### src/source/k051960_consts.svh
// K051960 sprite controller constants
// Counter limits, register offsets, reg0 bit positions and bus widths

`ifndef K051960_CONSTS_SVH
`define K051960_CONSTS_SVH

// Horizontal counter, 384 pixels per line
`define K_H_FIRST 9'h020
`define K_H_LAST 9'h19F

// Vertical counter, 264 lines per frame
`define K_V_FIRST 9'h0F8
`define K_V_LAST 9'h1FF

// Blank from line 1F0 up to (not including) line 110
`define K_VBL_START 9'h1F0
`define K_VBL_END 9'h110

// Offsets inside the register window
`define K_REG0 3'd0
`define K_REG2 3'd2
`define K_REG3 3'd3
`define K_REG4 3'd4

// Reg 0 data bits
`define K_R0_IRQ_EN 0
`define K_R0_FIRQ_EN 1
`define K_R0_NMI_EN 2
`define K_R0_ROM_READ 5

// Frames of vblank before RST is released
`define K_RST_FRAMES 8

`define K_AB_W 11
`define K_DB_W 8
`define K_CA_W 18
`define K_OC_W 8

`endif

### src/source/k051960_pkg.sv
// K051960 shared types
// Raster values, CPU bytes and the register fields used across the chip

`include "k051960_consts.svh"

package k051960_pkg;

	// Raster counter value, both H and V
	typedef logic [8:0] raster_t;

	typedef logic [`K_DB_W-1:0] cpu_byte_t;

	// Control bits written through reg 0
	typedef struct packed {
		logic rom_read;
		logic irq_en;
		logic firq_en;
		logic nmi_en;
	} reg0_t;

	// Upper part of the ROM readout address
	typedef struct packed {
		logic [1:0]   bank_hi;
		logic [7:0]   bank_mid;
	} rom_bank_t;

	// Attribute bits shown on OC during readout
	typedef logic [`K_OC_W-1:0] oc_bits_t;

endpackage

### src/source/cpu_reg_decode.sv
// K051960 CPU register window
// Decodes offsets 0, 2, 3, 4 and holds the control registers

`timescale 1ns/1ns
`include "k051960_consts.svh"

module cpu_reg_decode (
	input  logic                      clk_6M,
	input  logic                      RES_SYNC,
	input  logic [`K_AB_W-1:0]        ab,
	input  k051960_pkg::cpu_byte_t    db_in,
	input  logic                      obcs,
	input  logic                      nrd,
	output k051960_pkg::reg0_t        reg0,
	output k051960_pkg::rom_bank_t    rom_bank,
	output k051960_pkg::oc_bits_t     oc_bits,
	output logic                      reg0_rd
);
	import k051960_pkg::*;

	logic       reg_sel;
	logic [2:0] offset;
	logic       wr;
	logic       reg0_wr;
	logic       reg2_wr;
	logic       reg3_wr;
	logic       reg4_wr;
	cpu_byte_t  reg2;
	cpu_byte_t  reg3;
	logic [1:0] reg4;

	// Window is ab[10] low with ab[9:3] all zero
	assign reg_sel = ~obcs & ~ab[`K_AB_W-1] & (ab[`K_AB_W-2:3] == '0);
	assign offset = ab[2:0];
	assign wr = reg_sel & ~nrd;

	assign reg0_wr = wr & (offset == `K_REG0);
	assign reg2_wr = wr & (offset == `K_REG2);
	assign reg3_wr = wr & (offset == `K_REG3);
	assign reg4_wr = wr & (offset == `K_REG4);

	// Status read of reg 0
	assign reg0_rd = reg_sel & nrd & (offset == `K_REG0);

	always_ff @(posedge clk_6M or negedge RES_SYNC) begin
		if (!RES_SYNC) begin
			reg0 <= '0;
			reg2 <= '0;
			reg3 <= '0;
			reg4 <= '0;
		end else begin
			if (reg0_wr) begin
				reg0.rom_read <= db_in[`K_R0_ROM_READ];
				reg0.irq_en <= db_in[`K_R0_IRQ_EN];
				reg0.firq_en <= db_in[`K_R0_FIRQ_EN];
				reg0.nmi_en <= db_in[`K_R0_NMI_EN];
			end
			if (reg2_wr)
				reg2 <= db_in;
			if (reg3_wr)
				reg3 <= db_in;
			// Only two bits live in reg 4
			if (reg4_wr)
				reg4 <= db_in[1:0];
		end
	end

	assign rom_bank.bank_hi = reg3[1:0];
	assign rom_bank.bank_mid = reg2;
	assign oc_bits = {reg4, reg3[7:2]};

endmodule

### src/source/irq_gen.sv
// K051960 interrupt flags
// IRQ on vblank, FIRQ on odd lines, NMI every 32 lines

`timescale 1ns/1ns

module irq_gen (
	input  logic                    clk_6M,
	input  logic                    RES_SYNC,
	input  k051960_pkg::raster_t    row,
	input  logic                    line_end,
	input  logic                    vblank,
	input  k051960_pkg::reg0_t      reg0,
	output logic                    irq,
	output logic                    firq,
	output logic                    nmi
);

	logic vblank_q;
	logic irq_set;
	logic firq_set;
	logic nmi_set;
	logic irq_flag;
	logic firq_flag;
	logic nmi_flag;

	always_ff @(posedge clk_6M or negedge RES_SYNC) begin
		if (!RES_SYNC)
			vblank_q <= 1'b1;
		else
			vblank_q <= vblank;
	end

	assign irq_set = vblank & ~vblank_q;
	assign firq_set = line_end & row[0];
	// Rows ending in 5'b11111 come round every 32 lines
	assign nmi_set = line_end & (&row[4:0]);

	// A zero enable bit acts as the acknowledge and holds the flag off
	always_ff @(posedge clk_6M or negedge RES_SYNC) begin
		if (!RES_SYNC) begin
			irq_flag <= 1'b0;
			firq_flag <= 1'b0;
			nmi_flag <= 1'b0;
		end else begin
			if (!reg0.irq_en)
				irq_flag <= 1'b0;
			else if (irq_set)
				irq_flag <= 1'b1;
			if (!reg0.firq_en)
				firq_flag <= 1'b0;
			else if (firq_set)
				firq_flag <= 1'b1;
			if (!reg0.nmi_en)
				nmi_flag <= 1'b0;
			else if (nmi_set)
				nmi_flag <= 1'b1;
		end
	end

	assign irq = ~irq_flag;
	assign firq = ~firq_flag;
	assign nmi = ~nmi_flag;

endmodule

### src/source/k051960.sv
// K051960 sprite controller, control side
// Register window, raster timing, interrupts and ROM readout

`timescale 1ns/1ns
`include "k051960_consts.svh"

module k051960 (
	input  logic                      clk_6M,
	input  logic                      RES_SYNC,
	input  logic [`K_AB_W-1:0]        ab,
	input  k051960_pkg::cpu_byte_t    db_in,
	input  logic                      obcs,
	input  logic                      nrd,
	output k051960_pkg::cpu_byte_t    db_out,
	output logic                      db_dir,
	output logic [`K_CA_W-1:0]        ca,
	output logic [`K_OC_W-1:0]        oc,
	output logic                      irq,
	output logic                      firq,
	output logic                      nmi,
	output logic                      hvot,
	output logic                      p1h,
	output logic                      p2h,
	output logic                      rst
);
	import k051960_pkg::*;

	reg0_t     reg0;
	rom_bank_t rom_bank;
	oc_bits_t  oc_bits;
	logic      reg0_rd;
	raster_t   row;
	logic      line_end;
	logic      vblank;

	cpu_reg_decode u_decode (
		.clk_6M   (clk_6M),
		.RES_SYNC (RES_SYNC),
		.ab       (ab),
		.db_in    (db_in),
		.obcs     (obcs),
		.nrd      (nrd),
		.reg0     (reg0),
		.rom_bank (rom_bank),
		.oc_bits  (oc_bits),
		.reg0_rd  (reg0_rd)
	);

	video_timing u_timing (
		.clk_6M   (clk_6M),
		.RES_SYNC (RES_SYNC),
		.row      (row),
		.line_end (line_end),
		.vblank   (vblank),
		.hvot     (hvot),
		.p1h      (p1h),
		.p2h      (p2h),
		.rst      (rst)
	);

	irq_gen u_irq (
		.clk_6M   (clk_6M),
		.RES_SYNC (RES_SYNC),
		.row      (row),
		.line_end (line_end),
		.vblank   (vblank),
		.reg0     (reg0),
		.irq      (irq),
		.firq     (firq),
		.nmi      (nmi)
	);

	rom_readout u_rom (
		.clk_6M   (clk_6M),
		.RES_SYNC (RES_SYNC),
		.ab       (ab),
		.obcs     (obcs),
		.reg0     (reg0),
		.rom_bank (rom_bank),
		.oc_bits  (oc_bits),
		.reg0_rd  (reg0_rd),
		.vblank   (vblank),
		.ca       (ca),
		.oc       (oc),
		.db_out   (db_out),
		.db_dir   (db_dir)
	);

endmodule

### src/source/rom_readout.sv
// K051960 graphics ROM readout path
// CPU-side ROM address latch, CA/OC muxes and the status byte

`timescale 1ns/1ns
`include "k051960_consts.svh"

module rom_readout (
	input  logic                      clk_6M,
	input  logic                      RES_SYNC,
	input  logic [`K_AB_W-1:0]        ab,
	input  logic                      obcs,
	input  k051960_pkg::reg0_t        reg0,
	input  k051960_pkg::rom_bank_t    rom_bank,
	input  k051960_pkg::oc_bits_t     oc_bits,
	input  logic                      reg0_rd,
	input  logic                      vblank,
	output logic [`K_CA_W-1:0]        ca,
	output logic [`K_OC_W-1:0]        oc,
	output k051960_pkg::cpu_byte_t    db_out,
	output logic                      db_dir
);

	logic       rom_sel;
	logic [7:0] addr_lat;

	// ROM window is ab[10] high
	assign rom_sel = ~obcs & ab[`K_AB_W-1];

	always_ff @(posedge clk_6M or negedge RES_SYNC) begin
		if (!RES_SYNC)
			addr_lat <= '0;
		else if (rom_sel)
			addr_lat <= ab[9:2];
	end

	assign ca = reg0.rom_read ? {rom_bank.bank_hi, rom_bank.bank_mid, addr_lat} : '0;
	assign oc = reg0.rom_read ? oc_bits : '0;

	// Status byte, bit 0 is the inverted blank
	assign db_out = reg0_rd ? {7'd0, ~vblank} : '0;
	assign db_dir = reg0_rd;

endmodule

### src/source/video_timing.sv
// K051960 raster timing
// H/V counters, vblank, frame tick and the delayed reset release

`timescale 1ns/1ns
`include "k051960_consts.svh"

module video_timing (
	input  logic                    clk_6M,
	input  logic                    RES_SYNC,
	output k051960_pkg::raster_t    row,
	output logic                    line_end,
	output logic                    vblank,
	output logic                    hvot,
	output logic                    p1h,
	output logic                    p2h,
	output logic                    rst
);
	import k051960_pkg::*;

	raster_t                  hcnt;
	logic                     frame_end;
	logic                     vblank_q;
	logic                     vbl_rise;
	logic [`K_RST_FRAMES-1:0] rst_sr;

	assign line_end = (hcnt == `K_H_LAST);
	assign frame_end = line_end & (row == `K_V_LAST);

	// H counter, reloads after the last pixel
	always_ff @(posedge clk_6M or negedge RES_SYNC) begin
		if (!RES_SYNC)
			hcnt <= `K_H_FIRST;
		else if (line_end)
			hcnt <= `K_H_FIRST;
		else
			hcnt <= hcnt + 9'd1;
	end

	// V counter steps once per line
	always_ff @(posedge clk_6M or negedge RES_SYNC) begin
		if (!RES_SYNC)
			row <= `K_V_FIRST;
		else if (frame_end)
			row <= `K_V_FIRST;
		else if (line_end)
			row <= row + 9'd1;
	end

	// Blank wraps around the end of the frame
	assign vblank = (row >= `K_VBL_START) || (row < `K_VBL_END);

	// Frame sync, low on the very last cycle
	assign hvot = ~frame_end;

	assign p1h = hcnt[0];
	assign p2h = hcnt[1];

	// vblank is already high out of reset, so no edge is seen there
	always_ff @(posedge clk_6M or negedge RES_SYNC) begin
		if (!RES_SYNC)
			vblank_q <= 1'b1;
		else
			vblank_q <= vblank;
	end

	assign vbl_rise = vblank & ~vblank_q;

	// One stage per frame
	always_ff @(posedge clk_6M or negedge RES_SYNC) begin
		if (!RES_SYNC)
			rst_sr <= '0;
		else if (vbl_rise)
			rst_sr <= {rst_sr[`K_RST_FRAMES-2:0], 1'b1};
	end

	assign rst = rst_sr[`K_RST_FRAMES-1];

endmodule
### config.mk
export PLATFORM = sky130hd
export DESIGN_NAME = k051960
export DESIGN_NICKNAME = d
export VERILOG_FILES = /design/src/source/k051960_pkg.sv /design/src/source/cpu_reg_decode.sv /design/src/source/irq_gen.sv /design/src/source/k051960.sv /design/src/source/rom_readout.sv /design/src/source/video_timing.sv
export VERILOG_INCLUDE_DIRS = /design/src /design/src/source
export SDC_FILE = /design/constraint.sdc
export NUM_CORES = 1
export LEC_CHECK = 0
export BUFFER_PORTS_ARGS = -buffer_cell sky130_fd_sc_hd__clkbuf_2
export CAP_MARGIN = 20
export CORE_MARGIN = 5
export CORE_UTILIZATION = 48
export DETAILED_ROUTE_END_ITERATION = 12
export GPL_TIMING_DRIVEN = 0
export PLACE_DENSITY = 0.78
export SYNTH_ARGS = -nofsm -noshare
export SYNTH_HDL_FRONTEND = slang
export SYNTH_SLANG_ARGS = --single-unit
### constraint.sdc
create_clock -name clk_6M -period 1.75 [get_ports clk_6M]
set_clock_uncertainty 0.05 [all_clocks]
set_input_delay 0.175 -clock clk_6M [delete_from_list [all_inputs] [get_ports clk_6M]]
set_output_delay 0.175 -clock clk_6M [all_outputs]
set_load 0.02 [all_outputs]
Word-level counts from Yosys, hierarchy flattened
Cells that the tools add are included.

word-level totals
  register bits after elaboration = 60
  logic and storage cells = 67

operators by class
  $lt $le $gt $ge = 2
  muxes and demuxes = 12
  reductions and logical operators = 5
  bitwise logic cells = 23
  equality and inequality tests = 8
  add/sub/neg operators = 2

operator list
  kind                                                                     count
  9-bit two-way mux                                                        3
  9-bit by 1-bit adder with 9-bit output, second input constant            2
  9-bit equality test, second input constant                               2
  18-bit two-way mux                                                       1
  1-bit bitwise AND                                                        14
  9-bit >= comparator, second input constant                               1
  9-bit < comparator, second input constant                                1
  1-bit NOT                                                                9
  8-bit two-way mux                                                        1
  7-bit logical NOT                                                        1
  1-bit two-way mux                                                        7
  3-bit by 2-bit equality test with 1-bit output, second input constant    2
  2-bit by 1-bit inequality test with 1-bit output, second input constant  3
  5-bit AND reduction                                                      1
  3-bit equality test, second input constant                               1
  3-bit logical NOT                                                        1
  2-bit nonzero test                                                       1
  1-bit logical OR                                                         1

Longest topological paths before layout
Gate-level depths: netlist of the first run.

  word-level depth = 6
  gate-level depth with buffers = 8
  gate-level depth less buffers = 7

By module
A second synthesis of the first run with hierarchy kept.

unflattened totals
  cell total of the unflattened synthesis = 242
  area total of the unflattened synthesis = 2924.1 µm²

modules (own cells, without submodules)
  module          sequential area each (µm²)  cells an instance  area each (µm²)  instances
  video_timing    684.4                       114                1242.4           1
  cpu_reg_decode  550.5                       57                 938.4            1
  rom_readout     200.2                       56                 585.6            1
  irq_gen         101.3                       15                 157.7            1

Worst setup path after synthesis of the first run
No wires, ideal clock.

  kind = reg-to-output
  from = register u_timing.row[5]
  to = output hvot
  setup slack = -0.014 ns
  buffers on the path = 1
  arrival = 1.539 ns
  stages on the path, launching flop included = 6
  data required time = 1.525 ns
  cell sequence = dfstp_2 -> nand4_1 -> nor2_1 -> ha_1 -> clkbuf_1 -> nand2_1

between the ends
  longest elaborated chain between the ends = 3

RTL lines
  item                           line                RTL
  start, declared                video_timing.sv:10  output k051960_pkg::raster_t row,
  start signal, assigned         video_timing.sv:42  row <= `K_V_FIRST;
  start signal, assigned         video_timing.sv:44  row <= `K_V_FIRST;
  start signal, assigned         video_timing.sv:46  row <= row + 9'd1;
  9-bit equality test (no line)  n/a
  1-bit bitwise AND              video_timing.sv:27  assign frame_end = line_end & (row == `K_V_LAST);
  1-bit NOT                      video_timing.sv:53  assign hvot = ~frame_end;
  end, declared                  k051960.sv:21       output logic hvot,

Every way passes these cells.

Worst setup path after layout of the first run
Ends and elaborated chain as after synthesis.

==> results of run 1 <==
[kinds of logic (layout without fill, tap and decap cells)]
family | count (synthesis) | after routing
AND/OR/NAND/NOR | 86 | 86
flip-flops | 60 | 60
multiplexers | 37 | 37
AO/OA/AOI/OAI | 29 | 29
buffers and inverters | 18 | 110
adder cells (fa/ha/maj) | 4 | 4
XOR/XNOR | 4 | 4
other | 1 | 7
[final cells by class]
| class | count | area share (%) |
|---|---|---|
| Timing Repair Buffer | 76 | 12.1 |
| Tap cell | 75 | 2.49 |
| Clock buffer | 12 | 4.12 |
| Sequential cell | 60 | 40.1 |
| Multi-Input combinational cell | 167 | 35.6 |
| Clock inverter | 4 | 2.52 |
| Buffer | 14 | 2.62 |
| Inverter | 4 | 0.398 |
[worst max-delay path by stage]
| stage | to | slack [ns] | cells past startpoint |
|---|---|---|---|
| after floorplan | u_timing.hcnt[8] | 0.009 | 5 |
| after global placement | hvot | -0.16 | 5 |
| after detailed placement | hvot | -0.17 | 6 |
| after CTS | hvot | -0.16 | 6 |
| after global routing | hvot | -0.23 | 6 |
| final | hvot | -0.17 | 6 |
[power by group through the flow]
stage          Clock [mW]  Sequential [mW]  Combinational (mW)
2_1_floorplan           0             1.45              0.0654
3_3_place_gp            0             1.45               0.131
3_5_place_dp            0             1.45               0.134
4_1_cts              1.58             1.43               0.136
5_1_grt              1.65             1.43               0.151
6_report             1.55             1.43               0.134
[placed cells by master, fill, tap and decap left out, drive strengths merged, types with 6 or more instances in the layout]
cell type	instances
and2	26
nor4	6
buf	29
nor2	8
clkbuf	72
dfstp	7
o21ai	8
nand2	8
nand3	8
conb	7
mux2	37
dfrtp	53
[critical path, cell delays in order, from the launching register on]
cell     delay, ns
dfstp_2       0.56
nand4_1       0.16
nor2_1        0.15
ha_2          0.22
buf_8         0.11
nand2_4       0.04
buf_8         0.13
[flip-flops by register name (all words and copies together), names as in the netlist]
signal and count:
u_rom.addr_lat 8, u_irq.irq_flag 1, u_irq.nmi_flag 1, u_timing.rst_sr 8, u_decode.reg3 8, u_irq.vblank_q 1, u_timing.hcnt 9, u_decode.reg2 8
u_decode.reg4 2, u_decode.reg0 4, u_irq.firq_flag 1, u_timing.row 9
[metrics by stage]
step | hold WS [ns] | area [um2] | setup WS [ns] | utilization, % | cells
3_5_place_dp | 0.294 | 3270 | -0.175 | 55.9 | 377
5_1_grt | 0.0231 | 3770 | -0.230 | 64.4 | 412
6_report | 0.0330 | 3770 | -0.169 | 64.4 | 412
3_3_place_gp | 0.376 | 3270 | -0.156 | 55.8 | 377
4_1_cts | 0.0205 | 3670 | -0.163 | 62.7 | 405
2_1_floorplan | -0.171 | 2890 | 0.00933 | - | 245
[metal layers]
| layer | global-route usage [%] | wire length [um] |
|---|---|---|
| met5 | 0 | 0 |
| met4 | 10.3 | 157 |
| met3 | 5.68 | 392 |
| met2 | 26.6 | 2990 |
| met1 | 20.9 | 2670 |
[what timing repair did]
item / CTS / global route
pin swaps: 8 / 5
gates resized for setup: 18 / 16
endpoints found under the setup margin: 24 / 17
setup buffers: 12 / 8
hold endpoints to repair: 53 / 0
hold buffers: 1 / 0
==> flow_metrics.tcl, run 1 <==
set metrics [dict create \
    tightest_slew_ns 0.806 \
    ys_ff_latch 60 \
    power.switching_mw 0.616 \
    antenna_found_initial 0 \
    antenna_left 0 \
    rows 28 \
    clk_latency_ns 0.34 \
    synth_adder_area_share_pct 1.75 \
    p_leak_nw 1.88 \
    crit_path_start_kind "register" \
    seq_area_um2 1510 \
    synthTopCellsByArea "dfrtp_1 46%, mux2_2 15%, dfstp_2 6.4%" \
    synth_top_area_share_pct 46.3 \
    grt_setup_unrepaired "yes" \
    numCtsBuffers 9 \
    finalHoldViolCount 0 \
    first_pass_iters 5 \
    grt_pass1_wl_um 10000 \
    switching_share_pct 19.8 \
    r2r_cells 5 \
    final_max_slew_viol_count 0 \
    crit_type "register to output pin" \
    drive_gt1_share_pct 47.8 \
    fin_total_pwr_mw 3.12 \
    clock_path_buffers 2 \
    wl_per_cell_um 15.1 \
    ys_seq_area_share_pct 52.8 \
    grt_usage_pct 17.2 \
    synth-simple-area-share_pct 19.1 \
    drt_iter0_drc 159 \
    first_global_vias 2201 \
    drv_cap 0 \
    synth_edf_count 0 \
    die_w_um 87.2 \
    synth_top_family_by_area "simple AND/OR/NAND/NOR gates" \
    hold_depth 2 \
    synth-compound-area-share_pct 7.12 \
    layout_worst_path_cycle_share_pct 110 \
    cts.sinks 60 \
    violations "setup timing" \
    synth_mux_area_share_pct 14.6 \
    numPortBuffers 57 \
    cp-end-kind "output pin" \
    p_clk_share_pct 49.8 \
    start_util_pct 48.9 \
    synthMostInstantiatedCell "dfrtp_1" \
    cp_max_fo 2 \
    vias_per_cell 5.25 \
    synth_cells 239 \
    drc 0 \
    area.growth.synth_to_final_pct 31.6 \
    r2r_slack_ns -0.13 \
    synth_cell_types 45 \
    yosysTopAreaCell "dfrtp_1" \
    synth_flop_cell "dfrtp_1" \
    tns_ns -1.04 \
    n_antenna_cell 0 \
    die-area_um2 7610 \
    max_slew_margin_pct 46.3 \
    r2r_start "u_timing.row[7]" \
    holdPathEnd "u_decode.reg2[3]" \
    setup_ws_ns -0.169 \
    nNetsFinal 359 \
    vias 2165 \
    synth-warning-count 0 \
    pwr-share-seq_pct 45.9 \
    grt_overflow 0 \
    io_pins 65 \
    root_buffer "clkbuf_8" \
    worstPathArrival_ns 1.69 \
    cts_max_level 3 \
    multi_input_area_um2 1340 \
    worstPathRequired_ns 1.52 \
    hpwl_um 4020 \
    cts_tree "done" \
    syn_area_per_cell_um2 12.0 \
    rr_endpoint "u_timing.rst_sr[6]" \
    setup_violations 13 \
    min_period_ns 1.92 \
    powerDensity_nw_per_um2 827 \
    hold_start "db_in[3]" \
    async_flop_share_pct 100 \
    fill_cells 432 \
    clkSlewWorstSetupHoldPaths_ns 0.07 \
    core_um2 5850 \
    vdd_ir_drop_max_mv 0.655 \
    gp_congestion 0.858 \
    drt_wl_total_um 6210 \
    p_comb_share_pct 4.3 \
    internal_power_mw 2.50 \
    die_y_um 87.2 \
    status "complete, but fails checks" \
    critPathLaunch "u_timing.row[5]" \
    netlist_area_um2 2860 \
    yosys-top-cells-count "53 x dfrtp_1, 37 x mux2_2, 26 x and2_1" \
    grt_start_max_net_pins 61 \
    synth_xor_area_share_pct 1.22 \
    fmax_mhz 521 \
    hold_path.class "input port to register" \
]
No activity file was read; power rests on OpenSTA's default activity.
==> run 2, diff against run 1 <==
--- a/config.mk
+++ b/config.mk
@@ -13,6 +13,7 @@
 export DETAILED_ROUTE_END_ITERATION = 12
 export GPL_TIMING_DRIVEN = 0
 export PLACE_DENSITY = 0.78
+export REMOVE_ABC_BUFFERS = 1
 export SYNTH_ARGS = -nofsm -noshare
 export SYNTH_HDL_FRONTEND = slang
 export SYNTH_SLANG_ARGS = --single-unit
==> flow_metrics.tcl, run 2 (synthesis results as in run 1) <==
set metrics [dict create \
    status "complete, but fails checks" \
    violations "setup timing" \
    wl_per_cell_um 15.5 \
    final_max_slew_viol_count 0 \
    die_y_um 87.2 \
    gp_congestion 0.766 \
    drt_wl_total_um 6100 \
    cp-end-kind "output pin" \
    vias_per_cell 5.47 \
    grt_start_max_net_pins 61 \
    worstPathArrival_ns 1.59 \
    drv_cap 0 \
    numCtsBuffers 9 \
    cts.sinks 60 \
    vdd_ir_drop_max_mv 0.554 \
    cp_slowest_cell "dfstp_2" \
    start_util_pct 48.9 \
    worst-path-stages 5 \
    hold_path.class "input port to register" \
    drive_gt1_share_pct 46.2 \
    setup_violations 3 \
    hold_depth 2 \
    cts_tree "done" \
    cp_max_fo 4 \
    seq_area_um2 1510 \
    n_antenna_cell 0 \
    clock_path_buffers 2 \
    path_cells "nand4_1 > nor2_2 > ha_4 > nand2_2 > buf_6" \
    finalInstanceArea_um2 3590 \
    grt_usage_pct 17.1 \
    max_slew_margin_pct 46.5 \
    first_global_vias 2175 \
    numPortBuffers 57 \
    tightest_slew_ns 0.802 \
    path_delay_family "flip-flops" \
    p_leak_nw 1.75 \
    drt_iter0_drc 100 \
    die-area_um2 7610 \
    crit_path_start_kind "register" \
    first_pass_iters 4 \
    fmax_mhz 552 \
    powerDensity_nw_per_um2 745 \
    r2r_cells 6 \
    clkSlewWorstSetupHoldPaths_ns 0.06 \
    die_w_um 87.2 \
    layout_commonest_cell "clkbuf_2" \
    min_period_ns 1.81 \
    setup_ws_ns -0.0622 \
    crit_type "register to output pin" \
    rows 28 \
    path_buf_inv 1 \
    reg_top3 "u_timing.hcnt (9), u_timing.row (9)" \
    worstPathRequired_ns 1.52 \
    critical-path-max-stage-delay_ns 0.57 \
    fin_total_pwr_mw 2.68 \
    place_area_um2 3190 \
    cts_max_level 3 \
    fin_cells 393 \
    nNetsFinal 342 \
    clk_latency_ns 0.34 \
    mostFrequentLayoutCells "54 x clkbuf_2, 52 x dfrtp_1, 33 x mux2_2" \
    antenna_left 0 \
    core_um2 5850 \
    root_buffer "clkbuf_8" \
    fill_cells 484 \
    io_pins 65 \
    layout_worst_path_cycle_share_pct 104 \
    placed_cells 364 \
    grt_pass1_wl_um 10100 \
    grt_overflow 0 \
    finalHoldViolCount 0 \
    vias 2150 \
    area.growth.synth_to_final_pct 25.4 \
    place_ws_ns -0.305 \
    hpwl_um 3960 \
    drc 0 \
    antenna_found_initial 0 \
    grt_setup_unrepaired "yes" \
    multi_input_area_um2 1360 \
]
## run 2: cell count changes in the layout (fill, tap and decap cells not counted), sizes merged
cell    before  now
bufinv       3    0
buf         29   17
clkbuf      72   67
clkinv       1    2
## run 2: worst paths after layout
check / slack (ns) / from / endpoint
max reg2reg: -0.02 / u_timing.row[5] / u_timing.row[5]
max in group asynchronous: 0.64 / RES_SYNC / u_decode.reg0[3]
max: -0.06 / u_timing.row[5] / hvot
min reg2reg: 0.43 / u_decode.reg0[2] / u_irq.irq_flag
min: 0.04 / db_in[7] / u_decode.reg3[7]
min in group asynchronous: 0.44 / RES_SYNC / u_timing.row[2]
## run 2: per-layer routing
layer	vias to the layer above	global-route usage, %	share of wire (%)
met5	-	0	0
met4	0	8.93	1.9
met3	13	6.15	6.6
met2	58	25.8	47
met1	1079	21.5	44
li1	1000	-	-
## run 2: metrics by stage
step | TNS, ns | util [%] | hold WS, ns
global route | -0.531 | 61.4 | 0.0334
global placement | -4.58 | 54.4 | 0.374
CTS | -0.0313 | 59.9 | 0.0191
floorplan | -0.0548 | - | -0.171
detailed placement | -1.99 | 54.5 | 0.297
finish | -0.102 | 61.4 | 0.0353
## run 2: final cells by class
| class | count | area share, % |
|---|---|---|
| Clock inverter | 2 | 0.279 |
| Sequential cell | 60 | 42.1 |
| Inverter | 4 | 0.418 |
| Multi-Input combinational cell | 167 | 37.9 |
| Clock buffer | 12 | 4.60 |
| Tap cell | 75 | 2.61 |
| Timing Repair Buffer | 73 | 12.1 |
## run 2: power breakdown
group	leakage (nW)	internal (mW)	switching [mW]
Sequential	0.779	1.42	0.0126
Combinational	0.877	0.0487	0.0721
Clock	0.0941	0.609	0.516
## run 2: repair_timing
action | 4_1_cts | 5_1_grt
cloned | 0 | 0
hold buffers | 1 | 0
endpoints found under the hold margin | 53 | 0
pin swaps | 6 | 4
endpoints found under the setup margin | 32 | 19
buffers inserted | 11 | 3
resized for setup | 10 | 16
